## src/fc_pkg.sv

```systemverilog
`default_nettype none

package fc_pkg;

    // ~~~~~~~~~~~~~~~~~~~~~~~~~~~~~~~~~~~~~~~~~~~~~~~~~~~~~~~~~~~~
    // engine sizes
    // ~~~~~~~~~~~~~~~~~~~~~~~~~~~~~~~~~~~~~~~~~~~~~~~~~~~~~~~~~~~~
    localparam int LANES      = 4;
    localparam int IN_LEN     = 64;
    localparam int OUT_LEN    = 16;
    localparam int PASSES     = OUT_LEN / LANES;
    localparam int WBUF_DEPTH = PASSES * IN_LEN;

    localparam int K_W     = $clog2(IN_LEN);     // input index width.
    localparam int PASS_W  = $clog2(PASSES);
    localparam int LANE_W  = $clog2(LANES);
    localparam int OUT_W   = $clog2(OUT_LEN);    // result buffer address width.
    localparam int WADDR_W = $clog2(WBUF_DEPTH); // per-lane weight address width.

    // region tag, byte address bits 21:19.
    typedef enum logic [2:0] {
        TAG_SA          = 3'd0,
        TAG_FC_WEIGHT   = 3'd1,
        TAG_FC_INPUT    = 3'd2,
        TAG_P_ADDR_BUF  = 3'd3,
        TAG_FC_DATA_BUF = 3'd4,
        TAG_SA_DATA_BUF = 3'd5,
        TAG_CTRL        = 3'd6
    } tag_e;

    typedef logic signed [7:0]  act_t;
    typedef logic signed [23:0] acc_t;

    typedef struct packed {
        logic sat;   // set when the value was clipped.
        act_t value;
    } fc_result_t;

    typedef struct packed {
        logic       start;
        logic [3:0] shift;
    } ctrl_t;

    typedef struct packed {
        logic busy;
        logic done;
    } status_t;

    typedef struct packed {
        logic               we;
        logic [WADDR_W-1:0] addr;
        act_t               data;
    } lane_wr_t;

    typedef struct packed {
        logic              valid;
        logic              first;
        logic              last;
        logic [K_W-1:0]    k;
        logic [PASS_W-1:0] pass;
    } step_t;

    typedef struct packed {
        logic valid;
        acc_t sum;
    } lane_res_t;

endpackage

`default_nettype wire

```

## src/byte_ram.sv

```systemverilog
`timescale 1ns/100ps
`default_nettype none

module byte_ram #(
    parameter type entry_t = logic [7:0],
    parameter int  DEPTH   = 64
) (
    input  wire logic                     clk_a_i,
    input  wire logic                     we_i,
    input  wire logic [$clog2(DEPTH)-1:0] waddr_i,
    input  wire entry_t                   wdata_i,
    input  wire logic [$clog2(DEPTH)-1:0] raddr_i,
    output entry_t                        rdata_o
);

    entry_t mem [DEPTH];

    always_ff @(posedge clk_a_i) begin
        if (we_i) begin
            mem[waddr_i] <= wdata_i;
        end
        rdata_o <= mem[raddr_i]; // read data shows up one cycle after the address.
    end

endmodule

`default_nettype wire

```

## src/fc_lane.sv

```systemverilog
`timescale 1ns/100ps
`default_nettype none

module fc_lane import fc_pkg::*; (
    input  wire logic     clk_a_i,
    input  wire logic     arst_n_i,
    input  wire lane_wr_t wr_i,
    input  wire logic     wr_sel_i,
    input  wire step_t    step_i,
    input  wire act_t     x_i,
    output lane_res_t     res_o
);

    act_t              w_rd;
    step_t             step_q;
    acc_t              acc_q;
    acc_t              acc_base;
    logic signed [15:0] prod;
    logic              res_valid_q;

    // weights of this lane, pass-major.
    byte_ram #(
        .entry_t (act_t),
        .DEPTH   (WBUF_DEPTH)
    ) wbuf_inst (
        .clk_a_i (clk_a_i),
        .we_i    (wr_i.we & wr_sel_i),
        .waddr_i (wr_i.addr),
        .wdata_i (wr_i.data),
        .raddr_i ({step_i.pass, step_i.k}),
        .rdata_o (w_rd)
    );

    // the step is delayed to match the one-cycle read of both RAMs.
    always_ff @(posedge clk_a_i or negedge arst_n_i) begin
        if (!arst_n_i) begin
            step_q      <= '0;
            res_valid_q <= 1'b0;
        end else begin
            step_q      <= step_i;
            res_valid_q <= step_q.valid & step_q.last;
        end
    end

    assign prod     = x_i * w_rd;
    assign acc_base = step_q.first ? acc_t'(0) : acc_q;

    always_ff @(posedge clk_a_i) begin
        if (step_q.valid) begin
            acc_q <= acc_base + acc_t'(prod);
        end
    end

    // the sum holds for one cycle before the next pass overwrites it.
    assign res_o.valid = res_valid_q;
    assign res_o.sum   = acc_q;

endmodule

`default_nettype wire

```

## config.mk

```make
export PLATFORM = sky130hd
export DESIGN_NAME = fc_lane
export DESIGN_NICKNAME = d
export VERILOG_FILES = /design/src/fc_pkg.sv /design/src/byte_ram.sv /design/src/fc_lane.sv
export SDC_FILE = /design/constraint.sdc
export NUM_CORES = 2
export LEC_CHECK = 0
export BUFFER_PORTS_ARGS = -buffer_cell sky130_fd_sc_hd__buf_2
export CAP_MARGIN = 5
export CORE_ASPECT_RATIO = 1.1
export CORE_MARGIN = 2
export CORE_UTILIZATION = 45
export CTS_CLUSTER_DIAMETER = 30
export CTS_CLUSTER_SIZE = 25
export DETAILED_ROUTE_END_ITERATION = 6
export GPL_TIMING_DRIVEN = 0
export SETUP_SLACK_MARGIN = 0.1
export SKIP_CTS_REPAIR_TIMING = 1
export SLEW_MARGIN = 20
export SYNTH_ARGS = -nofsm -noshare
export SYNTH_HDL_FRONTEND = slang
export SYNTH_SLANG_ARGS = --single-unit
```

## constraint.sdc

```tcl
create_clock -name clk_a_i -period 10.4 [get_ports clk_a_i]
set_clock_uncertainty 0.2 [all_clocks]
set_input_delay 3.12 -clock clk_a_i [delete_from_list [all_inputs] [get_ports clk_a_i]]
set_output_delay 3.12 -clock clk_a_i [all_outputs]
set_load 0.02 [all_outputs]
```

== Word level (Yosys, flattened, before mapping) ==
Memory sizes are Yosys's and may differ from the RTL's. A register that Yosys moved wholly into a read port is not among the register bits.
Index checks and enable logic that the tools add are counted.

* Bits in registers: 28
* Bits in writable memories: 2,048
* Output and inout port bits: 25
* Logic and storage cells: 13
* Memories kept: 1

{| class="wikitable"
|+ Memory list
! name !! depth !! bits a word !! read ports !! clocked after Yosys merged registers in !! write ports !! line !! text
|-
| wbuf_inst.mem || 256 || 8 || 1 || 1 || 1 || byte_ram.sv:16 || <nowiki>entry_t mem [DEPTH];</nowiki>
|}

* Add/subtract/negate cells: 1
* Multiply operators: 1
* Mux-type cells: 3
* Bitwise logic cells: 2

{| class="wikitable"
|+ Operators by type and width
! operator !! number
|-
| $add 24x16->24 || 1
|-
| $mux 24 || 1
|-
| $mul 8x8->16 || 1
|-
| $and 1x1->1 || 2
|-
| $mux 1 || 2
|}

== Longest topological paths before layout ==
* Word-level depth: 3
* Depth in mapped cells: 19
* Gate-level depth less buffers: 18

== Cells and area by module ==
From an unflattened synthesis, not the netlist that was laid out.

* Cell total of the unflattened synthesis: 4,193
* Area, all modules: 84,667.5 um^2

{| class="wikitable"
|+ Modules (own cells, without submodules)
! module !! instances !! cells an instance !! area each (um^2) !! sequential area each (um^2)
|-
| byte_ram || 1 || 3,733 || 79,556.3 || 61,659.1
|-
| fc_lane || 1 || 460 || 5,111.2 || 820.8
|}

== Worst setup path before layout ==
Ideal clock, no wire load.

* Path kind: input -> register
* Start point: input x_i[7]
* End point: register acc_q[22] (data pin)
* Data arrival time: 8,061 ps
* Setup slack: 1,944 ps
* Cell stages on the path: 15
* Path through: and2_1 -> inv_1 -> fa_1 -> inv_1 -> fa_1 -> fa_1 -> fa_1 -> fa_1 -> ha_1 -> a211oi_1 -> nor2b_1 -> o221a_2 -> a211oi_1 -> a21oi_1 -> o311ai_0

* Longest elaborated chain between the ends: 2

{| class="wikitable"
|+ RTL lines
! item !! line !! text
|-
| start, declared || fc_lane.sv:10 || <nowiki>input wire act_t x_i,</nowiki>
|-
| $mul 8x8->16 || fc_lane.sv:45 || <nowiki>assign prod = x_i * w_rd;</nowiki>
|-
| $add 24x16->24 || fc_lane.sv:50 || <nowiki>acc_q <= acc_base + acc_t'(prod);</nowiki>
|-
| end signal, assigned || fc_lane.sv:50 ||
|-
| end, declared || fc_lane.sv:16 || <nowiki>acc_t acc_q;</nowiki>
|}

No other way between the ends.
A chain may end at the register's enable or synchronous reset.

== Final worst setup path ==
Same ends and word-level chain as after synthesis.

==> results_dict.tcl <==
set metrics [dict create \
    status "finished, final reports clean" \
    fin_hold_ws_ns 0.281 \
    gp_congestion 0.897 \
    finalSetupViolCount 0 \
    grt_remaining_overflow 0 \
    min_period_ns 8.15 \
    hold_depth 1 \
    worstSetupPathType "in2reg" \
    max-slew-margin-rel_pct 15.2 \
    avgRoutedWirePerCell_um 31.4 \
    max_cap_violations 0 \
    hpwl_um 144000 \
    ys_ff_latch 2084 \
    synth_compound_area_share_pct 1.12 \
    reg2reg_to "acc_q[22]" \
    cts-root-buf "clkbuf_16" \
    start_util_pct 45.2 \
    wl_um 221000 \
    drv_slew 0 \
    timing.final.crit_share_pct 78.3 \
    yosys_warnings 0 \
    synthFlopType "edfxtp_1" \
    synth-xor-area-share_pct 0.240 \
    cts_tree "built" \
    r2r_start "wbuf_inst.rdata_o[0]" \
    rows 166 \
    synth-simple-area-share_pct 2.45 \
    switching_share_pct 24.5 \
    p_leak_nw 33.0 \
    yosys.cell_count.top_type "edfxtp_1" \
    end_kind "register" \
    pwr-share-seq_pct 36.6 \
    synth_fp_nets 3984 \
    min_path_type "reg2reg" \
    die_x_um 416 \
    crit_required_ns 10.91 \
    finalHoldViolations 0 \
    synth_top_area_share_pct 74.0 \
    netlist_instances 3787 \
    grt_pass1_wl_um 314000 \
    postRouteAntennaNets 0 \
    power_density_mw_per_mm2 255 \
    synth_commonest_cells "edfxtp_1, mux4_2, nor2_1, clkbuf_1, fa_1" \
    ff2ff_setup_slack_ns 4.02 \
    arrival_ns 8.65 \
    syn_area_mm2 0.0841 \
    ys_types 45 \
    grt_use_total_pct 23.4 \
    whs_endpoint "res_valid_q" \
    p_int_w 0.0196 \
    vias_per_cell 5.89 \
    antenna_found_initial 16 \
    cts.sinks 2084 \
    grt_pass1_vias 43100 \
    p_comb_share_pct 13.5 \
    vdd_drop_max_v 0.000181 \
    synth_edf_count 2072 \
    setup_tns_ns 0 \
    fmax_mhz 123 \
    synthArstFlopShare_pct 0.192 \
    syn_avg_cell_area_um2 22.2 \
    htreeDepth 5 \
    synth.top_cells.by_area "edfxtp_1, mux4_2, fa_1, nor2_1, ha_1" \
    post_route_cells_drive_above_1_share_pct 31.7 \
    grt_setup_unrepaired "false" \
    crit_fanout 17 \
    r2r_cells 15 \
    drtIter0Drc 4987 \
    vias 41400 \
    pin_count 64 \
    clkTransAtPathRegs_ns 0.04 \
    synth-adder-area-share_pct 3.28 \
    fin_nets 4470 \
    clkPwrFrac_pct 49.9 \
    clk_latency_ns 0.98 \
    grt_max_degree 129 \
    dieArea_mm2 0.190 \
    core_area_mm2 0.186 \
    post-route-drc-count 0 \
    yosysTopAreaCell "edfxtp_1" \
    portBuffers 56 \
    synthMuxAreaShare_pct 17.2 \
    numCtsBuffers 410 \
    cp-start-kind "input port" \
    switchingPower_w 0.00635 \
    areaGrowthSynthToFinish_pct 20.9 \
    tightest_slew_ns 1.27 \
    drtPass1Iterations 6 \
    cts_max_path_buffers 4 \
    yosysSeqAreaShare_pct 74.3 \
    min_from "step_q[8]" \
    synth_top_family_by_area "multiplexers" \
    die_h_um 457 \
]
-- sequential cells by signal (all words and copies together) (netlist names) --
register	flops
step_q	3
acc_q	24
res_valid_q	1
wbuf_inst.mem	2048
wbuf_inst.rdata_o	8
-- layer usage --
metal | share of wire [%] | GRT usage, % | up-vias
met2 | 50 | 38.6 | 1806
met1 | 38 | 29.8 | 22200
li1 | - | - | 16900
met4 | 4.7 | 11.3 | 0
met5 | 0 | 0 | -
met3 | 6.5 | 4.66 | 469
-- layout make-up --
cell class	instances	area [um^2]
Clock buffer	455	10700
Buffer	204	946
Multi-Input combinational cell	1419	20400
Inverter	80	300
Sequential cell	2084	62500
Tap cell	2436	3050
Timing Repair Buffer	74	820
Fill cell	13900	84200
Clock inverter	275	3030
Antenna cell	9	22.5
-- layout by cell type (no fill, tap or decap), drive strengths merged, types with 2 or more instances in the layout --
master,n
diode,9
dfrtp,4
a21o,3
fa,104
nand2b,9
nand3,24
ha,54
nand4,11
bufinv,52
dfxtp,8
clkinv,143
a221oi,16
edfxtp,2072
nor2,281
a211oi,4
inv,103
a311oi,2
xnor2,19
nand2,59
o21a,4
and2,38
clkinvlp,57
a22o,16
xor2,4
buf,157
clkbuf,576
a21oi,14
o221ai,8
nor3,3
o311ai,2
or3,2
mux4,640
nor2b,41
o21ai,10
a22oi,40
-- critical path: stages --
cell and delay (ns):
buf_2 0.18, and2_2 0.59, inv_1 0.13, fa_1 0.51, inv_1 0.05, fa_1 0.50
fa_1 0.57, fa_1 0.42, fa_1 0.44, ha_1 0.36, a211oi_1 0.28, nor2b_1 0.13
o221a_2 0.28, a211oi_1 0.55, a21oi_1 0.21, o311ai_0 0.35
-- logic make-up (layout without fill, tap and decap cells) --
kind of cell	Yosys count	after routing
AO/OA/AOI/OAI	126	126
XOR/XNOR	23	23
multiplexers	641	641
other	0	9
adder cells (fa/ha/maj)	158	158
flip-flops	2084	2084
buffers and inverters	284	1088
AND/OR/NAND/NOR	471	471
-- through the flow --
step	instances	util (%)	total power, W	setup WS (ns)	instance area [um^2]
floorplan	3787	-	0.0122	1.94	84100
global placement	6279	47.0	0.0131	0.874	87400
detailed placement	6297	47.3	0.0132	1.27	88000
CTS	7027	54.7	0.0261	2.27	102000
global route	7036	54.7	0.0269	1.99	102000
finish	7036	54.7	0.0259	2.25	102000
-- worst max path at each step --
stage | startpoint | to | cells past startpoint | slack (ns)
after floorplan | x_i[7] | acc_q[22] | 15 | 1.94
after global placement | x_i[7] | acc_q[22] | 16 | 0.87
after detailed placement | x_i[7] | acc_q[22] | 16 | 1.27
after CTS | x_i[7] | acc_q[22] | 16 | 2.27
after global routing | x_i[7] | acc_q[22] | 16 | 1.99
final | x_i[7] | acc_q[22] | 16 | 2.25
-- power groups by stage --
stage	registers (W)	clock network, W	logic [W]
floorplan	0.00971	0	0.00246
detailed placement	0.00966	0	0.00350
global placement	0.00969	0	0.00345
finish	0.00950	0.0129	0.00349
global route	0.00950	0.0135	0.00391
CTS	0.00950	0.0131	0.00354
(Power assumes the default switching activity.)
