**src/fc_pkg.sv**
```systemverilog
`default_nettype none

package fc_pkg;

    // ~~~~~~~~~~~~~~~~~~~~~~~~~~~~~~~~~~~~~~~~~~~~~~~~~~~~~~~~~~~~
    // engine sizes
    // ~~~~~~~~~~~~~~~~~~~~~~~~~~~~~~~~~~~~~~~~~~~~~~~~~~~~~~~~~~~~
    localparam int LANES      = 4;
    localparam int IN_LEN     = 64;
    localparam int OUT_LEN    = 16;
    localparam int PASSES     = OUT_LEN / LANES;
    localparam int WBUF_DEPTH = PASSES * IN_LEN;

    localparam int K_W     = $clog2(IN_LEN);     // input index width.
    localparam int PASS_W  = $clog2(PASSES);
    localparam int LANE_W  = $clog2(LANES);
    localparam int OUT_W   = $clog2(OUT_LEN);    // result buffer address width.
    localparam int WADDR_W = $clog2(WBUF_DEPTH); // per-lane weight address width.

    // region tag, byte address bits 21:19.
    typedef enum logic [2:0] {
        TAG_SA          = 3'd0,
        TAG_FC_WEIGHT   = 3'd1,
        TAG_FC_INPUT    = 3'd2,
        TAG_P_ADDR_BUF  = 3'd3,
        TAG_FC_DATA_BUF = 3'd4,
        TAG_SA_DATA_BUF = 3'd5,
        TAG_CTRL        = 3'd6
    } tag_e;

    typedef logic signed [7:0]  act_t;
    typedef logic signed [23:0] acc_t;

    typedef struct packed {
        logic sat;   // set when the value was clipped.
        act_t value;
    } fc_result_t;

    typedef struct packed {
        logic       start;
        logic [3:0] shift;
    } ctrl_t;

    typedef struct packed {
        logic busy;
        logic done;
    } status_t;

    typedef struct packed {
        logic               we;
        logic [WADDR_W-1:0] addr;
        act_t               data;
    } lane_wr_t;

    typedef struct packed {
        logic              valid;
        logic              first;
        logic              last;
        logic [K_W-1:0]    k;
        logic [PASS_W-1:0] pass;
    } step_t;

    typedef struct packed {
        logic valid;
        acc_t sum;
    } lane_res_t;

endpackage

`default_nettype wire

```
**src/addr_decoder.sv**
```systemverilog
`timescale 1ns/100ps
`default_nettype none

module addr_decoder import fc_pkg::*; (
    input  wire logic             clk_a_i,
    input  wire logic             arst_n_i,
    input  wire logic [21:0]      addr_a_i,
    input  wire logic [31:0]      wrdata_a_i,
    input  wire logic             en_a_i,
    input  wire logic [3:0]       we_a_i,
    input  wire logic             busy_i,
    input  wire status_t          status_i,
    input  wire fc_result_t       res_rdata_i,
    output logic [31:0]           rddata_a_o,
    output lane_wr_t              lane_wr_o,
    output logic [LANES-1:0]      lane_sel_o,
    output logic                  in_we_o,
    output logic [K_W-1:0]        in_waddr_o,
    output act_t                  in_wdata_o,
    output logic [OUT_W-1:0]      res_raddr_o,
    output ctrl_t                 ctrl_o
);

    tag_e              tag;
    logic [14:0]       offset;
    logic              wr_stb;
    logic              rd_stb;
    logic [K_W-1:0]    w_k;
    logic [LANE_W-1:0] w_lane;
    logic [PASS_W-1:0] w_pass;
    logic              rd_valid_q;
    tag_e              rd_tag_q;

    assign tag    = tag_e'(addr_a_i[21:19]);
    assign offset = addr_a_i[16:2];
    assign wr_stb = en_a_i & we_a_i[0];
    assign rd_stb = en_a_i & ~we_a_i[0];

    // weight offset n*IN_LEN+k splits into k, lane n mod LANES and pass n/LANES.
    assign w_k    = offset[K_W-1:0];
    assign w_lane = offset[K_W +: LANE_W];
    assign w_pass = offset[K_W+LANE_W +: PASS_W];

    assign in_waddr_o  = offset[K_W-1:0];
    assign in_wdata_o  = act_t'(wrdata_a_i[7:0]);
    assign res_raddr_o = offset[OUT_W-1:0]; // result RAM is read on every access.

    // ~~~~~~~~~~~~~~~~~~~~~~~~~~~~~~~~~~~~~~~~~~~~~~~~~~~~~~~~~~~~
    // write decode
    // ~~~~~~~~~~~~~~~~~~~~~~~~~~~~~~~~~~~~~~~~~~~~~~~~~~~~~~~~~~~~
    always_comb begin
        lane_wr_o  = '0;
        lane_sel_o = '0;
        in_we_o    = 1'b0;
        ctrl_o     = '0;
        if (wr_stb) begin
            case (tag)
                TAG_FC_WEIGHT: begin
                    if (!busy_i) begin
                        lane_wr_o.we       = 1'b1;
                        lane_wr_o.addr     = {w_pass, w_k};
                        lane_wr_o.data     = act_t'(wrdata_a_i[7:0]);
                        lane_sel_o[w_lane] = 1'b1;
                    end
                end
                TAG_FC_INPUT: begin
                    in_we_o = ~busy_i; // the input vector is frozen during a run.
                end
                TAG_CTRL: begin
                    if (offset == '0) begin
                        ctrl_o.start = wrdata_a_i[0];
                        ctrl_o.shift = wrdata_a_i[4:1];
                    end
                end
                default: begin
                end
            endcase
        end
    end

    // ~~~~~~~~~~~~~~~~~~~~~~~~~~~~~~~~~~~~~~~~~~~~~~~~~~~~~~~~~~~~
    // read path
    // ~~~~~~~~~~~~~~~~~~~~~~~~~~~~~~~~~~~~~~~~~~~~~~~~~~~~~~~~~~~~
    always_ff @(posedge clk_a_i or negedge arst_n_i) begin
        if (!arst_n_i) begin
            rd_valid_q <= 1'b0;
            rd_tag_q   <= TAG_SA;
        end else begin
            rd_valid_q <= rd_stb;
            rd_tag_q   <= tag;
        end
    end

    // the RAM data and the tag of the read line up in the cycle after the strobe.
    always_comb begin
        rddata_a_o = '0;
        if (rd_valid_q) begin
            case (rd_tag_q)
                TAG_FC_DATA_BUF: begin
                    rddata_a_o = {15'b0, res_rdata_i.sat,
                                  {8{res_rdata_i.value[7]}}, res_rdata_i.value};
                end
                TAG_CTRL: begin
                    rddata_a_o = {30'b0, status_i};
                end
                default: begin
                end
            endcase
        end
    end

endmodule

`default_nettype wire

```
**config.mk**
```make
export PLATFORM = sky130hd
export DESIGN_NAME = addr_decoder
export DESIGN_NICKNAME = d
export VERILOG_FILES = /design/src/fc_pkg.sv /design/src/addr_decoder.sv
export SDC_FILE = /design/constraint.sdc
export NUM_CORES = 1
export LEC_CHECK = 0
export BUFFER_PORTS_ARGS = -buffer_cell sky130_fd_sc_hd__buf_2
export CAP_MARGIN = 20
export CORE_AREA = 2 2 59 61
export CTS_CLUSTER_SIZE = 40
export DETAILED_ROUTE_END_ITERATION = 7
export DIE_AREA = 0 0 61 63
export PLACE_DENSITY_LB_ADDON = 0.1
export SLEW_MARGIN = 15
export SYNTH_ARGS = -nofsm -noshare
export SYNTH_HDL_FRONTEND = slang
export SYNTH_SLANG_ARGS = --single-unit
```
**constraint.sdc**
```tcl
create_clock -name clk_a_i -period 1.4 [get_ports clk_a_i]
set_input_delay 0 -clock clk_a_i [delete_from_list [all_inputs] [get_ports clk_a_i]]
set_output_delay 0 -clock clk_a_i [all_outputs]
set_load 0.02 [all_outputs]
```
# [Word level (Yosys, flattened, before mapping)]
# Cells that the tools add are included.
[totals] reg_bits=4 word_cells=30
[classes] order_cmp=2 eq_ne=5 muxes=15 n_bitwise=4 n_reduce_logical=2
[ops] op="two-way mux 17 bit" n=4
[ops] op="case mux 17 bit (2 select lines)" n=1
[ops] op="logical NOT 15 bit" n=1
[ops] op="two-way mux 5 bit" n=3
[ops] op="two-way mux 4 bit" n=3
[ops] op="== test 3 bit (second input constant)" n=3
[ops] op="== test 3 x 1 -> 1 bit (second input constant)" n=1
[ops] op="== test 3 x 2 -> 1 bit (second input constant)" n=1
[ops] op="< comparator 2 x 3 -> 1 bit (second input constant)" n=1
[ops] op="two-way mux 1 bit" n=3
[ops] op="bitwise AND 1 bit" n=2
[ops] op="demux 1 bit (select 2 bit)" n=1
[ops] op="greater-or-equal comparator 2 x 1 -> 1 bit (second input constant)" n=1
[ops] op="inverter 1 bit" n=2
[ops] op="logical AND 1 bit" n=1

# [Logic depth before layout (Yosys ltp)]
[logic_depth] word_depth=7 ltp_mapped=4

# [Worst setup path before layout]
# OpenSTA, ideal clock, no wires.
[synth_timing] path_kind="reg2out" from="reg rd_tag_q[0]" to="out rddata_a_o[10]" arrival_time_ns=1.320 required_ns=1.400 slack_ns=0.080 stages_incl_launch_ff=5 cell_sequence="dfrtp_1 -> nand3b_1 -> nor2_1 -> and2_1 -> buf_4"
[synth_via] elab_chain_len=3
[synth_rtl] item="start: declaration" line="addr_decoder.sv:32" source="tag_e rd_tag_q;"
[synth_rtl] item="start signal: assignment" line="addr_decoder.sv:90" source="rd_tag_q <= tag;"
[synth_rtl] item="== test 3 bit" line="addr_decoder.sv:98" source="case (rd_tag_q)"
[synth_rtl] item="case mux 17 bit (2 select lines) *" line="addr_decoder.sv:98"
[synth_rtl] item="two-way mux 17 bit *" line="addr_decoder.sv:97" source="if (rd_valid_q) begin"
[synth_rtl] item="end: declaration" line="addr_decoder.sv:14" source="output logic [31:0] rddata_a_o,"
# Every way passes the cells marked *; elsewhere a longest branch is shown, timed or not.

# [Worst setup path in the final report]
[layout_timing] from="reg rd_tag_q[0]" to="out rddata_a_o[14]"
# The elaborated chain is that of the path after synthesis.

==> run metrics <==
Fill cells between 300 and 400; period utilisation layout 94.4%; H-tree depth 1; vias approximately 880; Reg area about 100 um^2; Pwr Total about 490 uW; CP Max Fanout 8; xor/xnor cell area share of the yosys netlist 0%; clock root buffer clkbuf_4; GP Congestion 0.623; GR Overflow Total 0; Worst Setup End Kind primary output; DRT Wirelength 2150 um; routed len/inst approximately 9.4 um; Placed Instances 217; initial antenna violation count 0; CTS sink cnt 4; met2 Use GR between 10% and 20%; Synth Register Bits 4; Initial Util about a quarter; CTS tree yes; 1st-iter DRT viols 0; post-synthesis instance total between 90 and 100; GRT Max-Usage Layer met2; Vias/cell just under 4; Clock transition at path regs roughly 30 ps; # diodes 0; IO Count 150; Hold Crit Start en_a_i; syn_area_per_cell between 7 and 8 um^2; Seq/Total Area, Yosys about an eighth; Hold Path Depth 2; max-slew violations 0; Fin. Hold Viols 0; met1 usage about a tenth; Yosys warning count 0; clock period minus worst slack approximately 1300 ps; largest net degree at the start of global routing 22; multiplexer area fraction after synthesis 2.63%; met3 usage in global routing 2.69%; Routed Antenna Nets 0; Synth Area in Simple Gates around two fifths; first-pass GRT wire length between 2000 and 3000 um; vias in the first global route approximately 670; # nets final around 260; core footprint 3230 um^2; PortBufs between 100 and 150; Max Fclk ~760 MHz; drc violations 0; clk buf depth 2; RSZ-0062 raised after global routing true; final setup fails 0; Synth cell types 21; Synth Area in Adders 0%; LEAKAGE just under 0.8 nW; non-filler instance count after layout 227; Rows 21; Layout area overhead 56.1%; largest family of logic cells by synthesized area simple AND/OR/NAND/NOR gates; total track usage under 10%; Die W just over 60 um; PD cells 411 nW/um^2; critical path type reg2out; DRT Pass-1 Iters 1; Die Y ~63 um; Arrival @ worst endpoint around 1300 ps; ratio of cells with drive above 1 in the final layout between 60% and 70%; type of origin of the critical path flop; Die Area between 3000 and 4000 um^2; Post-Synthesis Cell Area roughly 760 um^2; Max VDD drop about 0.00013 V; Hold Path Sink rd_valid_q$_DFF_PN0_; status finished clean; WP data required 1400 ps; hold crit path type in2reg; Compound-Gate Fraction of Synth Area 0%; maxcap violations 0; multi-input logic area slightly above 400 um^2; TritonCTS Buffers 3
==> repair_timing <==
| action | CTS | global route |
|---|---|---|
| buffers inserted | 0 | 1 |
| hold buffers | 5 | 0 |
| cloned | 0 | 1 |
| pin swaps | 0 | 2 |
| setup endpoints to repair | 9 | 9 |
| resized for setup | 3 | 7 |
| endpoints found under the hold margin | 8 | 0 |
==> per-stage QoR <==
stage          utilization, %  setup slack [ps]  hold WS [ps]  TNS [ps]  area [um^2]
3_5_place_dp             33.3               103          -193         0         1080
4_1_cts                  35.8              14.6          40.5         0         1160
2_1_floorplan               -              79.7          -296         0          813
5_1_grt                  36.7             -13.4          45.6     -48.7         1190
6_report                 36.7              78.4          36.5         0         1190
3_3_place_gp             33.3               140          -194         0         1080
==> routing by layer <==
| layer | vias up | wire length [um] |
|---|---|---|
| li1 | 433 | - |
| met1 | 385 | 796 |
| met2 | 57 | 1130 |
| met3 | 0 | 223 |
| met4 | 0 | 0 |
| met5 | - | 0 |
==> power by group <==
group / leakage (nW) / switching, mW / total (mW) / internal, mW
combinational: 0.719 / 0.136 / 0.224 / 0.0883
clock: 0.0138 / 0.0420 / 0.138 / 0.0955
sequential: 0.0478 / 0.00388 / 0.126 / 0.122
==> cells by family after synthesis <==
logic type,count (synthesis)
other,1
flip-flops,4
multiplexers,2
buffers and inverters,43
AND/OR/NAND/NOR,46
==> critical path, stage by stage, from the launching register on <==
cell and delay [ps]:
dfrtp_1 350, nand3b_1 210, nor2_4 190, and2_4 180, buf_2 160
==> layout by cell type (no fill, tap or decap), drive strengths merged, types with 2 or more instances in the layout <==
master | netlist | routed
buf | 42 | 105
and2 | 23 | 24
conb | 1 | 15
and3 | 6 | 6
dlygate4sd3 | 0 | 5
dfrtp | 4 | 4
nor4 | 3 | 3
clkbuf | 1 | 3
nor2 | 3 | 3
mux2i | 2 | 2
and3b | 2 | 2
nor3b | 2 | 2
==> cells in the mapped netlist, drive strengths merged <==
library cell	count	area, um^2
nor4b	1	15.0
nor3b	2	20.0
clkbuf	1	5.00
nor2	3	11.3
and4b	1	10.0
mux2i	2	20.0
and2	23	144
and3b	2	20.0
nor2b	1	6.26
and3	6	38.8
dfrtp	4	100
nor4	3	18.8
nor3	1	10.0
and4	1	8.76
nand3b	1	7.51
conb	1	3.75
nand4b	1	8.76
buf	42	313
==> cell type report <==
class,count,share of cell area [%]
timing repair buffer,110,49.9
clock buffer,3,1.90
multi-input combinational,64,34.9
tap,46,4.85
sequential,4,8.43
==> flip-flops by register name, indices dropped and copies added (netlist names) <==
name,count
rd_tag_q,3
rd_valid_q,1
==> worst max path at each step <==
stage,start,to,slack (ps),cells after the start
6_report,rd_tag_q[0]$_DFF_PN0_,rddata_a_o[14],80,4
5_1_grt,rd_tag_q[0]$_DFF_PN0_,rddata_a_o[14],-10,4
4_1_cts,rd_tag_q[0]$_DFF_PN0_,rddata_a_o[12],10,4
3_5_place_dp,rd_tag_q[0]$_DFF_PN0_,rddata_a_o[12],100,4
3_3_place_gp,rd_tag_q[0]$_DFF_PN0_,rddata_a_o[7],140,4
2_1_floorplan,rd_tag_q[0]$_DFF_PN0_,rddata_a_o[10],80,4
Power figures use the tool's default switching activity.
