==> src/fc_pkg.sv <==
`default_nettype none

package fc_pkg;

    // ~~~~~~~~~~~~~~~~~~~~~~~~~~~~~~~~~~~~~~~~~~~~~~~~~~~~~~~~~~~~
    // engine sizes
    // ~~~~~~~~~~~~~~~~~~~~~~~~~~~~~~~~~~~~~~~~~~~~~~~~~~~~~~~~~~~~
    localparam int LANES      = 4;
    localparam int IN_LEN     = 64;
    localparam int OUT_LEN    = 16;
    localparam int PASSES     = OUT_LEN / LANES;
    localparam int WBUF_DEPTH = PASSES * IN_LEN;

    localparam int K_W     = $clog2(IN_LEN);     // input index width.
    localparam int PASS_W  = $clog2(PASSES);
    localparam int LANE_W  = $clog2(LANES);
    localparam int OUT_W   = $clog2(OUT_LEN);    // result buffer address width.
    localparam int WADDR_W = $clog2(WBUF_DEPTH); // per-lane weight address width.

    // region tag, byte address bits 21:19.
    typedef enum logic [2:0] {
        TAG_SA          = 3'd0,
        TAG_FC_WEIGHT   = 3'd1,
        TAG_FC_INPUT    = 3'd2,
        TAG_P_ADDR_BUF  = 3'd3,
        TAG_FC_DATA_BUF = 3'd4,
        TAG_SA_DATA_BUF = 3'd5,
        TAG_CTRL        = 3'd6
    } tag_e;

    typedef logic signed [7:0]  act_t;
    typedef logic signed [23:0] acc_t;

    typedef struct packed {
        logic sat;   // set when the value was clipped.
        act_t value;
    } fc_result_t;

    typedef struct packed {
        logic       start;
        logic [3:0] shift;
    } ctrl_t;

    typedef struct packed {
        logic busy;
        logic done;
    } status_t;

    typedef struct packed {
        logic               we;
        logic [WADDR_W-1:0] addr;
        act_t               data;
    } lane_wr_t;

    typedef struct packed {
        logic              valid;
        logic              first;
        logic              last;
        logic [K_W-1:0]    k;
        logic [PASS_W-1:0] pass;
    } step_t;

    typedef struct packed {
        logic valid;
        acc_t sum;
    } lane_res_t;

endpackage

`default_nettype wire

==> src/fc_sequencer.sv <==
`timescale 1ns/100ps
`default_nettype none

module fc_sequencer import fc_pkg::*; (
    input  wire logic  clk_a_i,
    input  wire logic  arst_n_i,
    input  wire ctrl_t ctrl_i,
    input  wire logic  last_write_i,
    output step_t      step_o,
    output logic [3:0] shift_o,
    output status_t    status_o
);

    status_t           status_q;
    logic              issue_q;
    logic [K_W-1:0]    k_q;
    logic [PASS_W-1:0] pass_q;
    logic [3:0]        shift_q;

    always_ff @(posedge clk_a_i or negedge arst_n_i) begin
        if (!arst_n_i) begin
            status_q <= '0;
            issue_q  <= 1'b0;
            k_q      <= '0;
            pass_q   <= '0;
            shift_q  <= '0;
        end else if (ctrl_i.start && !status_q.busy) begin
            status_q.busy <= 1'b1;
            status_q.done <= 1'b0;
            issue_q       <= 1'b1;
            k_q           <= '0;
            pass_q        <= '0;
            shift_q       <= ctrl_i.shift;
        end else begin
            if (issue_q) begin
                k_q <= k_q + 1'b1;
                if (k_q == K_W'(IN_LEN - 1)) begin
                    pass_q <= pass_q + 1'b1; // next pass follows with no gap.
                    if (pass_q == PASS_W'(PASSES - 1)) begin
                        issue_q <= 1'b0;
                    end
                end
            end
            // busy stays up until the collector has written the last result.
            if (last_write_i) begin
                status_q.busy <= 1'b0;
                status_q.done <= 1'b1;
            end
        end
    end

    always_comb begin
        step_o.valid = issue_q;
        step_o.first = issue_q && (k_q == '0);
        step_o.last  = issue_q && (k_q == K_W'(IN_LEN - 1));
        step_o.k     = k_q;
        step_o.pass  = pass_q;
    end

    assign shift_o  = shift_q;
    assign status_o = status_q;

endmodule

`default_nettype wire

==> config.mk <==
export PLATFORM = sky130hd
export DESIGN_NAME = fc_sequencer
export DESIGN_NICKNAME = d
export VERILOG_FILES = /design/src/fc_pkg.sv /design/src/fc_sequencer.sv
export SDC_FILE = /design/constraint.sdc
export NUM_CORES = 1
export LEC_CHECK = 0
export ABC_AREA = 1
export BUFFER_PORTS_ARGS = -buffer_cell sky130_fd_sc_hd__buf_2
export CAP_MARGIN = 20
export CORE_MARGIN = 5
export CORE_UTILIZATION = 30
export CTS_CLUSTER_SIZE = 28
export DETAILED_ROUTE_END_ITERATION = 7
export MAX_ROUTING_LAYER = met4
export PLACE_DENSITY = 0.62
export SLEW_MARGIN = 20
export SYNTH_ARGS = -nofsm -noshare
export SYNTH_HDL_FRONTEND = slang
export SYNTH_SLANG_ARGS = --single-unit
==> constraint.sdc <==
create_clock -name clk_a_i -period 1.2 [get_ports clk_a_i]
set_input_delay 0.12 -clock clk_a_i [delete_from_list [all_inputs] [get_ports clk_a_i]]
set_output_delay 0.12 -clock clk_a_i [all_outputs]
set_load 0.005 [all_outputs]
**Word-level counts from Yosys, hierarchy flattened**

Index checks and enable logic that the tools add are counted.

- Register bits: 15
- Output and inout bits: 17

- Add/subtract/negate cells: 2
- Equal/unequal tests: 2
- Multiplexer cells: 11
- Reduce and logical (&&, ||, !) cells: 9

Operator list:

| cell | count |
|---|---|
| $mux 6 | 2 |
| $mux 2 | 5 |
| $add 6x1->6 const B | 1 |
| $eq 6x6->1 const B | 1 |
| $logic_not 6->1 | 1 |
| $reduce_bool 2->1 | 3 |
| $mux 1 | 4 |
| $logic_and 1x1->1 | 3 |
| $add 2x1->2 const B | 1 |
| $eq 2x2->1 const B | 1 |
| $reduce_and 2->1 | 1 |
| $logic_not 1->1 | 1 |

**Logic depth before layout (Yosys ltp)**

Gate-level depths: netlist (run 1).

- Depth in word-level cells: 5
- Depth in mapped cells: 7

**Least setup slack after synthesis (run 1)**

OpenSTA, ideal clock, no wires.

- Path type: register to register
- Start point: register k_q[1]
- End point: register pass_q[1]
- Setup time: 117 ps
- Data arrival time: 1016 ps
- Slack: 67 ps
- Cell stages (with the launch flop): 7
- Period minus slack after synthesis: 1133 ps
- Cell sequence: dfrtp_1 ha_1 nand2_4 nor2_4 nand3_2 nor2_1 nor2_1

- Word-level cells in the longest chain between the ends: 3

Ends and longest elaborated chain:

| what | RTL line | RTL |
|---|---|---|
| from (decl) | fc_sequencer.sv:16 | `logic [K_W-1:0] k_q;` |
| from (signal assigned) | fc_sequencer.sv:36 | `k_q <= k_q + 1'b1;` |
| $eq 6x6->1 | fc_sequencer.sv:37 | `if (k_q == K_W'(IN_LEN - 1)) begin` |
| $reduce_bool 2->1 (no line) | - |  |
| $reduce_and 2->1 (no line) | - |  |
| to (signal assigned) | fc_sequencer.sv:38 | `pass_q <= pass_q + 1'b1;` |
| to (decl) | fc_sequencer.sv:17 | `logic [PASS_W-1:0] pass_q;` |

No other way between the ends.
A chain may end at the register's enable or synchronous reset.

==> results of run 1 <==
==> per-stage QoR <==
step           setup WS [ns]  power (mW)  utilization  setup TNS, ns
3_3_place_gp          0.0287        1.11        0.369              0
6_report              -0.217        1.55        0.423         -0.416
2_1_floorplan         0.0670       0.928            -              0
3_5_place_dp        -0.00696        1.12        0.369        -0.0136
4_1_cts               -0.258        1.49        0.400         -0.645
5_1_grt               -0.299        1.68        0.423         -0.820
==> critical path, delay by kind of cell, from the launching register on <==
family / cells / cell delay, ns
flops: 1 / 0.45
buf+inv: 2 / 0.22
simple gates: 2 / 0.21
fa+ha+maj: 1 / 0.12
==> logic make-up after synthesis <==
group,share of synthesized area
and+or+nand+nor,0.304
DFF,0.509
buffers and inverters,0.0849
AOI/OAI and AO/OA,0.0509
adders and majority gates,0.0509
==> layout make-up <==
class                      count  area (sq um)  share of cell area
inverter                      11          45.0              0.0442
timing repair buffer          33           193               0.189
multi-input combinational     57           337               0.330
tap                           30          37.5              0.0368
clock buffer                   3          22.5              0.0221
sequential                    15           378               0.371
clock inverter                 1          7.51             0.00736
==> layer usage <==
metal  vias to the layer above  GRT usage
met5                         -          -
met4                         0     0.0475
met3                         6     0.0392
met2                        23      0.172
met1                       315      0.124
li1                        337          -
==> power groups by stage <==
stage	Sequential (mW)	Combinational [mW]	Clock, mW
3_5_place_dp	0.707	0.416	0
5_1_grt	0.731	0.602	0.344
6_report	0.714	0.536	0.304
2_1_floorplan	0.705	0.224	0
4_1_cts	0.706	0.460	0.319
3_3_place_gp	0.703	0.410	0
==> flip-flops by register name (all words and copies together), names as in the netlist <==
| name | cells |
|---|---|
| k_q | 6 |
| issue_q | 1 |
| shift_o | 4 |
| pass_q | 2 |
| status_o | 2 |
==> worst min path at each step <==
stage,slack [ns],to,from
final,0.02,shift_o[0],ctrl_i[0]
after global routing,0.001,shift_o[0],ctrl_i[0]
after CTS,0.004,status_o[1],last_write_i
after detailed placement,0.04,shift_o[3],arst_n_i
after global placement,0.05,shift_o[3],arst_n_i
after floorplan,-0.18,issue_q,arst_n_i
==> what timing repair did <==
action,in CTS,in global routing
setup endpoints to repair,4,9
hold buffers,1,1
hold endpoints to repair,15,1
pin swaps,2,3
gates resized for setup,2,10
buffers inserted,3,2
==> cell usage in the layout, fill, tap and decap left out, drive strengths merged <==
cell type,n
a211oi,1
a21oi,4
buf,31
clkbuf,3
clkinvlp,2
dfrtp,15
dlygate4sd3,2
ha,3
inv,10
nand2,26
nand3,4
nand4,2
nor2,11
nor3,4
o21ai,2
==> run summary, run 1 <==
outcome: complete, but fails checks
violated checks: setup timing
hold_ws: 0.0167 ns
input/output buffers: 24
Ant. Diodes: 0
io pins: 25
fillers: 250
layout cell share with drive strength beyond 1: 0.442
metal3 WL: 138 microns
antenna violations before repair: 0
initial DRC count: 5
Seq pwr share: 0.459
clk buf depth: 2
count of cell types in the netlist: 20
sequential area share after synthesis: 0.509
Setup Skew: 0.00559 ns
flop2flop setup slack: -0.01 ns
final net count: 132
Synth Instances: 85
crit-path cells: inv_2 > ha_4 > nand3_2 > nor3_2 > buf_2
vias per std cell: 4.54
FF-to-FF Start: k_q[0]
worst reg-to-reg path cell count: 8
WL per Instance: 11.6 microns
PD cells: 1520 nW/um^2
Synth area leaders: dfrtp_1 (51%), nand2_1 (12%), ha_1 (5.1%)
RSZ-0062 raised after global routing: yes
DRC viols: 0
Critical Path AT: 1.30 ns
switching share of power: 0.355
final slew viol count: 0
Post-Synthesis Net Count: 96
Post-synth EDFFs: 0
final instance area: 1020 sq um
Post-Place Cells: 139
pin count of the biggest net entering global routing: 16
max-cap viol count: 0
Layout area overhead: 38.4%
Final WS setup: -0.217 ns
die height: 59.6 microns
CTS Root Buffer Type: clkbuf_4
Leak: 0.554 nW
Logic pwr share: 0.345
die footprint: 3550 sq um
most common cell in the netlist: nand2_1
die width: 59.6 microns
Ys Warns: 0
Post-Syn Area: 737 sq um
Hold Path Class: in2reg
Final setup viols: 3
placed cell area: 888 sq um
cell at the slowest stage of the critical path: dfrtp_2
switching pwr: 0.551 mW
All-Layer GR Usage: 0.109
crit end category: output port
Worst Path Max Fanout: 4
M1 WL: 723 microns
GPL Wtd Cong: 0.867
Reg clk slew, reported paths: 0.10 ns
CTS tree: done
ANT nets after route: 0
P_int: 1.00 mW
Startpoint Class: flip-flop
CTS Buf Count: 3
Slew HR: 0.773
top routing layer used: met4
global-route wire length before repair: 2.77 mm
crit path kind: reg2out
post-synthesis register bit count: 15
slowest stage delay, CP: 0.45 ns
initial core utilization: 0.306
Hold Path Cell Cnt: 3
vias in the first global route: 641
measured slew at the worst slew-check pin: 0.341 ns
crit share post-route: 1.18
Post-synth top flop: dfrtp_1
routed wire length: 1.74 mm
Hold Violations, Final: 0
worst r2r dst: pass_q[1]
Fmax: 0.706 GHz
clock sinks: 15
crit path from: k_q[1]
asr flop ratio synth: 1.00
fin cells: 150
H-tree level count: 1
Yosys top cell by area: dfrtp_1
DP HPWL: 1.23 mm
Clk Latency, worst-skew pair: 0.29 ns
Peak VDD IR: 0.882 mV
top post-synthesis cells by count: nand2_1 (24), dfrtp_1 (15), inv_1 (8), nor2_1 (8)
total core area: 2410 sq um
Via Count: 681
Overflow after GRT: 0
clock network power share: 0.196
CP Data Required Time: 1.08 ns
top cell type's share of synthesized area: 0.509
worst setup path endpoint: step_o[9]
DRT Pass-1 Iters: 2
Final Critical Period: 1.42 ns
DR WL met2: 832 microns
syn avg cell area: 8.67 sq um
Rows: 18
No activity file was read; power rests on OpenSTA's default activity.
==> run 2, diff against run 1 <==
- REMOVE_ABC_BUFFERS: not set -> 1
==> run summary, run 2 (synthesis results as in run 1) <==
outcome: complete, but fails checks
violated checks: setup timing
Final WS setup: -0.197 ns (+0.0197 ns)
layout cell share with drive strength beyond 1: 0.402 (-0.0400)
GPL Wtd Cong: 0.827 (-4.6%)
H-tree level count: 1 (unchanged)
Hold Path Class: in2reg
final slew viol count: 0 (unchanged)
Fmax: 0.716 GHz (+1.4%)
Critical Path AT: 1.28 ns (-0.02 ns)
fillers: 255 (+2.0%)
FF+latch area: 377 sq um (-0.33%)
CP Data Required Time: 1.08 ns (about the same)
vias in the first global route: 693 (+8.1%)
input/output buffers: 24 (unchanged)
Overflow after GRT: 0 (unchanged)
Via Count: 676 (-0.73%)
Hold Path Sink: shift_o[0]
measured slew at the worst slew-check pin: 0.345 ns (+0.00471 ns)
Worst Path Max Fanout: 3 (-1)
worst r2r dst: pass_q[0]
antenna violations before repair: 0 (unchanged)
Reg clk slew, reported paths: 0.09 ns (about the same)
total core area: 2410 sq um (unchanged)
Final setup viols: 4 (+1)
global-route wire length before repair: 2.91 mm (+5.2%)
Hold Violations, Final: 0 (unchanged)
slowest stage delay, CP: 0.43 ns (-0.02 ns)
Setup Skew: 0.00435 ns (-0.00125 ns)
crit share post-route: 1.16 (-0.0165)
Setup WS pre-CTS: 0.0356 ns (+0.0426 ns)
max-cap viol count: 0 (unchanged)
Final Critical Period: 1.40 ns (-0.0197 ns)
flop2flop setup slack: -0.04 ns (-0.03 ns)
ANT nets after route: 0 (unchanged)
All-Layer GR Usage: 0.111 (+0.00190)
initial core utilization: 0.306 (unchanged)
crit path kind: reg2out
vias per std cell: 4.60 (+1.3%)
clk buf depth: 2 (unchanged)
CTS Buf Count: 3 (unchanged)
clock sinks: 15 (unchanged)
routed wire length: 1.67 mm (-4.0%)
worst reg-to-reg path cell count: 8 (unchanged)
Clk Latency, worst-skew pair: 0.28 ns (about the same)
Leak: 0.546 nW (-1.6%)
die footprint: 3550 sq um (unchanged)
DP HPWL: 1.25 mm (+1.9%)
die height: 59.6 microns (unchanged)
CTS Root Buffer Type: clkbuf_4
DRC viols: 0 (unchanged)
HP Start: ctrl_i[0]
Peak VDD IR: 0.869 mV (-1.5%)
Hold Path Cell Cnt: 3 (unchanged)
Biggest register: k_q
WL per Instance: 11.4 microns (-2.0%)
pin count of the biggest net entering global routing: 16 (unchanged)
FF-to-FF Start: k_q[1]
final net count: 129 (-2.3%)
io pins: 25 (unchanged)
Rows: 18 (unchanged)
Pwr Total: 1.46 mW (-5.8%)
DRT Pass-1 Iters: 4 (+2)
RSZ-0062 raised after global routing: yes
Startpoint Class: flip-flop
hold_ws: 0.0303 ns (+0.0137 ns)
die width: 59.6 microns (unchanged)
Multi-input gate area: 319 sq um (-5.2%)
CTS tree: done
cell at the slowest stage of the critical path: dfrtp_1
crit end category: output port
initial DRC count: 14 (+9)
Layout area overhead: 32.8%
crit-path cells: ha_4 > nand2_4 > nor2_4 > nand3_2 > inv_2 > buf_6
Ant. Diodes: 0 (unchanged)
PD cells: 1500 nW/um^2 (-1.8%)
number of flip-flops in the largest register: 6 (unchanged)
Slew HR: 0.770 (-0.00314)
commonest non-fill, non-tap cells in the layout: nand2_1 (23), buf_2 (23), dfrtp_1 (14), nor2_1 (8), inv_1 (6)
run 2: cell type report:
class,instances,share of cell area
sequential,15,0.385
clock buffer,4,0.0269
multi-input combinational,57,0.326
timing repair buffer,30,0.178
inverter,11,0.0460
tap,30,0.0384
run 2: layer usage:
metal	up-vias	wire, microns	global-route usage
met5	-	0	-
met4	0	0	0.0380
met3	0	97	0.0283
met2	23	813	0.183
met1	320	759	0.131
li1	333	-	-
run 2: where the power goes:
group	internal (mW)	total [mW]	switching [mW]
Combinational	0.230	0.466	0.236
Sequential	0.595	0.708	0.113
Clock	0.129	0.291	0.162
Total	0.953	1.46	0.511
run 2: worst max-delay path, delay by kind of cell (launching register included):
family	cells	cell delay (ns)
buffers and inverters	2	0.15
adder cells (fa/ha/maj)	1	0.17
AND/OR/NAND/NOR	3	0.25
flip-flops	1	0.43
run 2: how the worst max path moves through the flow:
stage | slack (ns) | from | cells past startpoint | endpoint
2_1_floorplan | 0.07 | k_q[1] | 6 | pass_q[1]
3_3_place_gp | 0.05 | k_q[0] | 6 | step_o[8]
3_5_place_dp | 0.04 | k_q[1] | 6 | step_o[8]
4_1_cts | -0.24 | k_q[1] | 6 | step_o[8]
5_1_grt | -0.29 | k_q[1] | 6 | step_o[8]
6_report | -0.20 | k_q[1] | 6 | step_o[8]
run 2: through the flow:
step,cell area (sq um),TNS [ns],util,instances
final,978,-0.449,0.406,147
after global routing,978,-0.862,0.406,147
after detailed placement,896,0,0.372,140
after global placement,896,0,0.372,140
after floorplan,716,0,-,83
after CTS,950,-0.548,0.394,147
run 2: what timing repair did:
action,in CTS,in global routing
setup buffers,2,0
endpoints found under the hold margin,15,0
endpoints found under the setup margin,2,7
cloned,0,0
pin swaps,2,3
hold buffers,1,0
resized for setup,1,8
