**src/byte_ram.sv**
```systemverilog
`timescale 1ns/100ps
`default_nettype none

module byte_ram #(
    parameter type entry_t = logic [7:0],
    parameter int  DEPTH   = 64
) (
    input  wire logic                     clk_a_i,
    input  wire logic                     we_i,
    input  wire logic [$clog2(DEPTH)-1:0] waddr_i,
    input  wire entry_t                   wdata_i,
    input  wire logic [$clog2(DEPTH)-1:0] raddr_i,
    output entry_t                        rdata_o
);

    entry_t mem [DEPTH];

    always_ff @(posedge clk_a_i) begin
        if (we_i) begin
            mem[waddr_i] <= wdata_i;
        end
        rdata_o <= mem[raddr_i]; // read data shows up one cycle after the address.
    end

endmodule

`default_nettype wire

```
**config.mk**
```make
export PLATFORM = sky130hd
export DESIGN_NAME = byte_ram
export DESIGN_NICKNAME = d
export VERILOG_FILES = /design/src/byte_ram.sv
export SDC_FILE = /design/constraint.sdc
export NUM_CORES = 1
export LEC_CHECK = 0
export BUFFER_PORTS_ARGS = -buffer_cell sky130_fd_sc_hd__buf_4
export CORE_MARGIN = 2
export CORE_UTILIZATION = 65
export DETAILED_ROUTE_END_ITERATION = 8
export PLACE_DENSITY = 0.8
export SETUP_SLACK_MARGIN = 0.4
export SYNTH_ARGS = -nofsm -noshare
export SYNTH_HDL_FRONTEND = slang
export SYNTH_SLANG_ARGS = --single-unit
```
**constraint.sdc**
```tcl
create_clock -name clk_a_i -period 3.12 [get_ports clk_a_i]
set_input_delay 0.624 -clock clk_a_i [delete_from_list [all_inputs] [get_ports clk_a_i]]
set_output_delay 0.624 -clock clk_a_i [all_outputs]
set_load 0.01 [all_outputs]
```
---- Word level (Yosys, flattened, before mapping) ----
Memory sizes are Yosys's and may differ from the RTL's. A register that Yosys moved wholly into a read port is not among the register bits.
Cells that the tools add are included.
W data, S select, Z words.
storage, ports and cells
  logic and storage cells ................. 3
  memory bits (writable) .................. 512
  memories kept ........................... 1
  output and inout port bits .............. 8
  latch bits .............................. 0
  register bits ........................... 0
  input bits .............................. 22
  memory bits (read-only) ................. 0
memory list
  memory  depth  bits a word  rd ports  clocked after Yosys merged registers in  write ports  line  source
  mem     64     8            1         1                                        1            16    entry_t mem [DEPTH];
operators by class
  equality and inequality tests ........... 0
  bitwise logic cells ..................... 0
  muxes and demuxes ....................... 2
  div/mod/pow operators ................... 0
  $lt $le $gt $ge ......................... 0
  reductions and logical operators ........ 0
  $add $sub $neg .......................... 0
  multipliers ............................. 0
  shifts and indexed selects .............. 0
operators with widths
  operator  number
  $mux W1   2

---- Logic depth before layout (Yosys ltp) ----
Gate-level depths: netlist (run 1).
  depth in word-level cells ............... 2
  gate-level depth with buffers ........... 9
  mapped depth without buffers ............ 5

---- Least setup slack after synthesis (run 1) ----
Ideal clock, no wire load.
  path type ............................... input to register
  start ................................... input raddr_i[1]
  end ..................................... register rdata_o[3] (netlist name) (read register of mem)
  path slack .............................. 828 ps
  required time ........................... 2992 ps
  buffers on the path ..................... 3
  arrival time ............................ 2164 ps
  stages .................................. 7
  setup time .............................. 128 ps
  cells stage by stage .................... buf_4 > buf_2 > buf_2 > mux4_2 > mux4_2 > o21ai_1 > o41ai_1
RTL lines
  what         line  source
  from (decl)  12    input wire logic [$clog2(DEPTH)-1:0] raddr_i,
  to (decl)    13    output entry_t rdata_o

==> results of run 1 <==
[final cells by class]
cell class | instances | area [um2] | share of cell area (%)
Sequential cell | 520 | 15530 | 67.21
Multi-Input combinational cell | 369 | 4315 | 18.67
Clock buffer | 58 | 1313 | 5.679
Timing Repair Buffer | 136 | 1077 | 4.661
Tap cell | 396 | 495.5 | 2.144
Clock inverter | 32 | 377.9 | 1.635
[metrics by stage]
step                setup slack, ns  utilization (%)  hold slack (ns)  cells  total power [mW]
CTS                          0.7268            75.56           0.4140   1511             14.73
global route                 0.7010            75.56           0.4339   1511             15.04
global placement             0.2917            70.03           0.7874   1421             8.618
finish                       0.7248            75.56           0.4386   1511             14.68
floorplan                    0.8283                -           0.7183    940             8.310
detailed placement           0.2649            70.03           0.7908   1421             8.640
[critical path, delay by kind of cell]
| family | cells | cell delay [ns] |
|---|---|---|
| compound gates | 3 | 0.94 |
| buf+inv | 3 | 0.92 |
| mux | 1 | 0.27 |
[state kept, by name, summed over array words and instances, names as in the netlist]
signal	cells
mem	512
rdata_o	8
[power groups by stage]
stage,registers [mW],logic (mW),clock network [mW]
final,7.76,0.748,6.18
after global routing,7.76,0.786,6.50
after CTS,7.76,0.745,6.22
after detailed placement,7.90,0.736,0
after global placement,7.90,0.716,0
after floorplan,7.90,0.412,0
[cell usage in the layout (no fill, tap or decap), types with 12 or more instances in the layout]
cell,synthesis,layout
sky130_fd_sc_hd__nor2b_1,14,14
sky130_fd_sc_hd__buf_4,13,131
sky130_fd_sc_hd__nand3_1,13,13
sky130_fd_sc_hd__mux2_2,13,13
sky130_fd_sc_hd__mux2i_1,23,23
sky130_fd_sc_hd__nor2_1,83,83
sky130_fd_sc_hd__mux4_2,126,126
sky130_fd_sc_hd__edfxtp_1,512,512
sky130_fd_sc_hd__clkbuf_16,0,51
sky130_fd_sc_hd__nand2_1,19,19
sky130_fd_sc_hd__clkinv_2,0,12
[final timing paths]
kind                    from         end  slack [ns]  cells past startpoint
setup / recovery  raddr_i[0]  rdata_o[1]        0.72                      7
hold / removal    raddr_i[5]  rdata_o[3]        0.44                      2
setup reg to reg  mem[29][6]  rdata_o[6]        0.98                      5
hold reg to reg   mem[30][4]  rdata_o[4]        0.80                      3
[cell families (layout without fill, tap and decap cells)]
kind of cell	after synthesis	count (layout)	synth area share, %
mux	162	162	15.94
buf+inv	51	226	1.570
simple gates	153	153	3.387
flops	520	520	77.03
compound gates	54	54	2.072
[routing by layer]
metal | wire length [um] | vias to the layer above
met3 | 4886 | 111
li1 | - | 4196
met5 | 0 | -
met4 | 1667 | 0
met2 | 21430 | 702
met1 | 17010 | 5267
==> results list, run 1 <==
- Share of synthesized area occupied by flip-flops and latches: between 70 and 80%
* Number of setup buffers added after CTS: 0
* GP Congestion: around 0.8
- Summing all non-filler instances in the final layout gives an area of between 20000 and 25000 um2.
- After clock tree synthesis, the clock-pin slew on the worst setup and hold paths is ~0.060 ns.
- Once placement finished, the instance area stood at approximately 21000 um2.
* WP data required: ~3.5 ns
* Mean routed wirelength per cell: 29.78 um
- Final slew viol count: 0
- The die is approximately 180 um tall.
* Part of the power in combinational logic: under 10%
* Pin slew with the least headroom to its limit: ~0.73 ns
- CTS Buf Count: 50
- Count of vias placed by the detailed router: between 10000 and 15000
- Fraction of final layout cells sized beyond drive strength 1: a little under a third
- Number of warnings printed during yosys synthesis: 0
- 30 I/O pins were placed.
- The floorplan step set the die width to ~180 um.
* Total wire length: ~45000 um
- Startpoint Class: input pin
- The most common cell in the synthesized netlist is sky130_fd_sc_hd__edfxtp_1.
- Number of flops mapped to enable cells by yosys: 512
* Pin count of the biggest net entering global routing: between 60 and 70
- Summed over all cells, the static leakage comes to approximately 7.5 nW.
- Number of distinct library cells after synthesis: 40
- The path class of the tightest hold or removal check is in2reg.
* Setup repair after global routing missed its margin: no
- The final critical path takes up 76.77% of the cycle.
- CTS sink count: between 500 and 600
* Commonest cells post-synth: sky130_fd_sc_hd__edfxtp_1 (512), sky130_fd_sc_hd__mux4_2 (126), sky130_fd_sc_hd__nor2_1 (83)
- The number of failing hold endpoints at the final stage came to 0.
* Maximum frequency from static timing analysis: between 400 and 500 MHz
- Peak supply drop: ~0.51 mV
* Kind of critical path: in2reg
- The slowest stage of the critical path is the sky130_fd_sc_hd__a221oi_1 cell.
* Number of instances in the synthesized netlist: 940
* IO Port Bufs: 29
- Min Tclk post-route: 2.395 ns
- Power density of the placed cells: approximately 640 nW/um2
* Synthesized area divided by synthesized cell count: roughly 21 um2
- Fraction of power consumed by the clock network: 42.1%
- Across every metal layer, demand over resource in global routing totals about 28%.
- TritonCTS built the clock tree.
- Cell internal pwr: around 12 mW
- Max-cap violations in this run came to 0.
* Fraction of registers with async set or reset after synthesis: 0%
- In this run the number of H-tree levels came out at 2.
* Status: finished, final reports clean
* Number of rows created at floorplan: 64
- In this run, post-CTS hold repair placed 0 buffers.
* Post-route ant nets: 0
- The first global-routing pass estimated approximately 67000 um of wire.
- Met3 capacity usage during global routing: under 10%
- For this configuration, the core starts out at a cell density of around 66%.
* # setup viols final: 0
* Total negative slack: 0 ns
- In this run switching power makes up 20.25% of total power.
* Root Buffer Master: sky130_fd_sc_hd__clkbuf_16
* Type of element capturing the critical path: flop
* DRC violation count after routing: 0
- Cell type with the highest aggregate area in the netlist: sky130_fd_sc_hd__edfxtp_1
- Clock Tree Buf Depth: 3
- The worst pin sits at a relative slew slack of roughly 50%.
- Met2 usage: a little over two fifths
- Post-synthesis register bit count: 520
- Switching power summed over all nets: slightly below 3 mW
- Clock insertion delay at the later pin of the skew report: 0.55 ns
* Filler Cells Inserted: approximately 1600
- Overall overflow remaining after global route: 0
- The synthesized design devotes to its leading area cell type about three quarters of total area.
* Synthesized cell area: roughly 20000 um2
- Die area: approximately 32000 um2
* Nets: about 1100
- Drt initial violations: 1712
- Skew final: between 0.015 and 0.02 ns
- Sequential cells burn between 50% and 60% of the power.
- The most used flip-flop cell after synthesis is sky130_fd_sc_hd__edfxtp_1.
* Pre-antenna DRT Iters: 5
* Arr. time, crit path: between 2 and 3 ns
* Most used routing layer in global routing: met2
- 0 antenna diodes ended up in the layout.
* Number of global-route vias before repair: around 11000
* Area contributors post-synth: sky130_fd_sc_hd__edfxtp_1 (76%), sky130_fd_sc_hd__mux4_2 (14%), sky130_fd_sc_hd__nor2_1 (1.5%)
- Signed area change from the synthesized netlist to the final layout: 14.61%
- In the routed layout, each cell is associated on average with a via count of around 6.8.
- Met1 Usage GRT: approximately two fifths
- Maximum fanout along the worst path: 18
- For this run, the slowest stage of the critical path takes approximately 0.6 ns.
* Core ar.: 30590 um2
* Ordered list of cells on the worst path: clkbuf_8, buf_4, buf_4, mux2i_1, a221oi_1, a221oi_1, o2bb2ai_1
- Initial antenna violation count: 0
- HPWL Detailed: between 20000 and 30000 um
- The number of nets in the synthesized netlist is approximately 960.
- In this run, post-CTS repair resized a total of 0 instances.
(Power assumes the default switching activity.)
==> run 2, diff against run 1 <==
--- a/config.mk
+++ b/config.mk
@@ -7,9 +7,9 @@
 export LEC_CHECK = 0
 export BUFFER_PORTS_ARGS = -buffer_cell sky130_fd_sc_hd__buf_4
 export CORE_MARGIN = 2
-export CORE_UTILIZATION = 65
+export CORE_UTILIZATION = 56
 export DETAILED_ROUTE_END_ITERATION = 8
-export PLACE_DENSITY = 0.8
+export PLACE_DENSITY = 0.73
 export SETUP_SLACK_MARGIN = 0.4
 export SYNTH_ARGS = -nofsm -noshare
 export SYNTH_HDL_FRONTEND = slang
==> constraint.sdc (replaced) <==
create_clock -name clk_a_i -period 2.05 [get_ports clk_a_i]
set_input_delay 0.41 -clock clk_a_i [delete_from_list [all_inputs] [get_ports clk_a_i]]
set_output_delay 0.41 -clock clk_a_i [all_outputs]
set_load 0.01 [all_outputs]
==> run 2 against run 1 <==
Total power grew 47%. First-iteration DRC count shrank 38%. Routed wire length grew 0.43%. Clock power grew 36%. Largest power group unchanged.
==> results list, run 2 (synthesis results as in run 1) <==
- Maximum fanout along the worst path: 13
- At the worst endpoint, the arrival time is 2.28 ns.
* Commonest non-fill, non-tap cell in the layout: sky130_fd_sc_hd__edfxtp_1
* IO Port Bufs: 29
* Number of global-route vias before repair: between 10000 and 15000
- Share of the clock period used by the worst path: between 80% and 90%
* Count of vias placed by the detailed router: approximately 10000
* Via-per-instance ratio: approximately 6.3
- Pin count of the biggest net entering global routing: between 60 and 70
- At the placement stage, the worst setup path has a slack of -0.5700 ns.
- In the final layout, the share of cells above drive strength 1 is 38.60%.
* Core ar.: approximately 35000 um2
- # setup viols final: 0
* WP data required: 2.49 ns
* Hold Path Cell Cnt: 2
* CTS Buf Count: 49
- For the pin with the worst max-slew slack, the measured transition is 0.7417 ns.
* Nets: approximately 1100
- The number of max-slew violations in the final report came to 0.
- Die area: 37550 um2
- Placed cell count: about 1500
- Measured against its own limit, the worst slew margin works out to between 50 and 60%.
- Minimum setup slack among reg-to-reg paths: between 0.2 and 0.25 ns
- Overall power consumption after layout is estimated at approximately 22 mW.
- The path with the worst hold slack has its endpoint at rdata_o[3].
- The H-tree generated during clock tree synthesis spans 2 levels.
- The tool flagged a number of max-cap violations equal to 0.
- Clock insertion delay at the later pin of the skew report: about 0.56 ns
- Static leakage power: between 7 and 8 nW
* Status: finished, final reports clean
- Once the clock tree was built, the setup fixing pass inserted 0 buffers.
* Setup repair after global routing missed its margin: yes
- Non-filler instance count after layout: ~1600
- Mean routed wirelength per cell: roughly 29 um
* Root Buffer Master: sky130_fd_sc_hd__clkbuf_16
* Global-route wire length before repair: about 67000 um
- The placed instances occupy a cell area of 22130 um2.
- The worst setup path is launched from an input pin.
- Measured along the x axis, the die boundary spans between 150 and 200 um.
- Max reg flops: 512
- In the post-route analysis, the smallest setup slack over all paths is ~0.21 ns.
- Most used cells in the layout excluding fill and tap cells: sky130_fd_sc_hd__edfxtp_1 (512), sky130_fd_sc_hd__mux4_2 (126), sky130_fd_sc_hd__buf_4 (119)
* Total wire length: 45190 um
- For this run, the share of the core covered by cells in the final layout is roughly two thirds.
- Signed area change from the synthesized netlist to the final layout: 17.84%
* Overall overflow remaining after global route: 0
- HPWL Detailed: between 20000 and 30000 um
- Static timing analysis puts the maximum clock frequency at around 540 MHz.
- Post-Layout Inst Area: 23770 um2
- Measured along the y axis, the die boundary spans 193.8 um.
- Total negative slack: 0 ns
- Pre-antenna DRT Iters: 5
- Peak supply drop: slightly below 0.8 mV
* Type of element capturing the critical path: flop
- Clock tree synthesis found a total of 520 sinks.
* Clock Tree Buf Depth: 3
- The smallest clock period supported by the final layout is computed as between 1.5 and 2 ns.
- Hold buffer count at cts: 0
- The worst setup path is of the in2reg kind.
- For this design the top-level I/O count stands at 30.
* Effective utilization at floorplan: 56.84%
* Post-route ant nets: 0
* Worst Hold Class: in2reg
- Drt initial violations: between 1000 and 1500
- Skew final: approximately 0.0096 ns
- Number of rows created at floorplan: 69
* Count of endpoints failing hold in the final timing report: 0
* CTS tree: built
* Minimum hold slack: 0.2707 ns
* GP Congestion: roughly 0.87
- Diodes inserted: 0
- The worst register-to-register path has a depth of 4.
- Clock-pin slew was measured on the worst setup and hold paths at 0.06 ns.
- The startpoint identified for the worst hold timing path is raddr_i[5].
* DRC violation count after routing: 0
* Registers with the most flip-flops: mem x512, rdata_o x8
- End of the worst register-to-register path: rdata_o[3]
- Counting flops per register, the top entry is mem.
- Global routing consumed, over all layers together, between 20% and 30% of the routing resources.
- The startpoint identified for the worst register-to-register timing path is mem[52][3].
* Launch point of the critical path: raddr_i[0]
- Initial antenna violation count: 1
- Dividing total power by cell area gives a power density of approximately 910 nW/um2.
==> run 2: changes by cell type in the layout (fill, tap and decap cells not counted), moves of 5 or more <==
cell | before | now
sky130_fd_sc_hd__clkbuf_1 | 6 | 13
sky130_fd_sc_hd__nor2_2 | 0 | 14
sky130_fd_sc_hd__nand3_1 | 13 | 8
sky130_fd_sc_hd__nor2_4 | 0 | 49
sky130_fd_sc_hd__buf_12 | 4 | 13
sky130_fd_sc_hd__buf_4 | 131 | 119
sky130_fd_sc_hd__clkinv_1 | 5 | 12
sky130_fd_sc_hd__nor2_1 | 83 | 20
sky130_fd_sc_hd__nor3_1 | 7 | 1
sky130_fd_sc_hd__bufinv_16 | 8 | 3
==> run 2: area by class of cell <==
| class | instances | area, um2 |
|---|---|---|
| multi-input cells | 369 | 4925 |
| clock inverters | 23 | 175.2 |
| repair buffers | 139 | 1265 |
| fillers | 2165 | 11720 |
| well taps | 461 | 576.8 |
| clock buffers | 63 | 1289 |
| flip-flops and latches | 520 | 15530 |
==> run 2: worst max-delay path: stages <==
cell	delay [ns]
sky130_fd_sc_hd__clkbuf_8	0.22
sky130_fd_sc_hd__buf_6	0.25
sky130_fd_sc_hd__buf_4	0.17
sky130_fd_sc_hd__mux4_2	0.50
sky130_fd_sc_hd__nand2_1	0.09
sky130_fd_sc_hd__o2111ai_1	0.25
sky130_fd_sc_hd__nand2_1	0.25
sky130_fd_sc_hd__o2bb2ai_1	0.10
==> run 2: worst max path at each step <==
| stage | to |
|---|---|
| 2_1_floorplan | rdata_o[7] |
| 3_3_place_gp | rdata_o[7] |
| 3_5_place_dp | rdata_o[7] |
| 4_1_cts | rdata_o[3] |
| 5_1_grt | rdata_o[0] |
| 6_report | rdata_o[2] |
==> run 2: timing repair <==
action	CTS	global route
gates resized for setup	18	12
pin swaps	4	1
gates cloned	0	1
hold endpoints to repair	0	0
setup endpoints to repair	8	8
==> run 2: routing by layer <==
metal	track usage, %	vias to the layer above	wire length (um)
met3	3.931	86	3152
met2	40.25	405	22390
met1	34.58	5247	18400
met5	0	-	15
met4	7.351	2	1221
li1	-	4214	-
==> run 2: report_power, final <==
group / total (mW) / switching (mW) / internal (mW)
clock network: 8.41 / 3.63 / 4.78
registers: 11.8 / 0.0444 / 11.8
logic: 1.33 / 0.767 / 0.563
total: 21.6 / 4.44 / 17.1
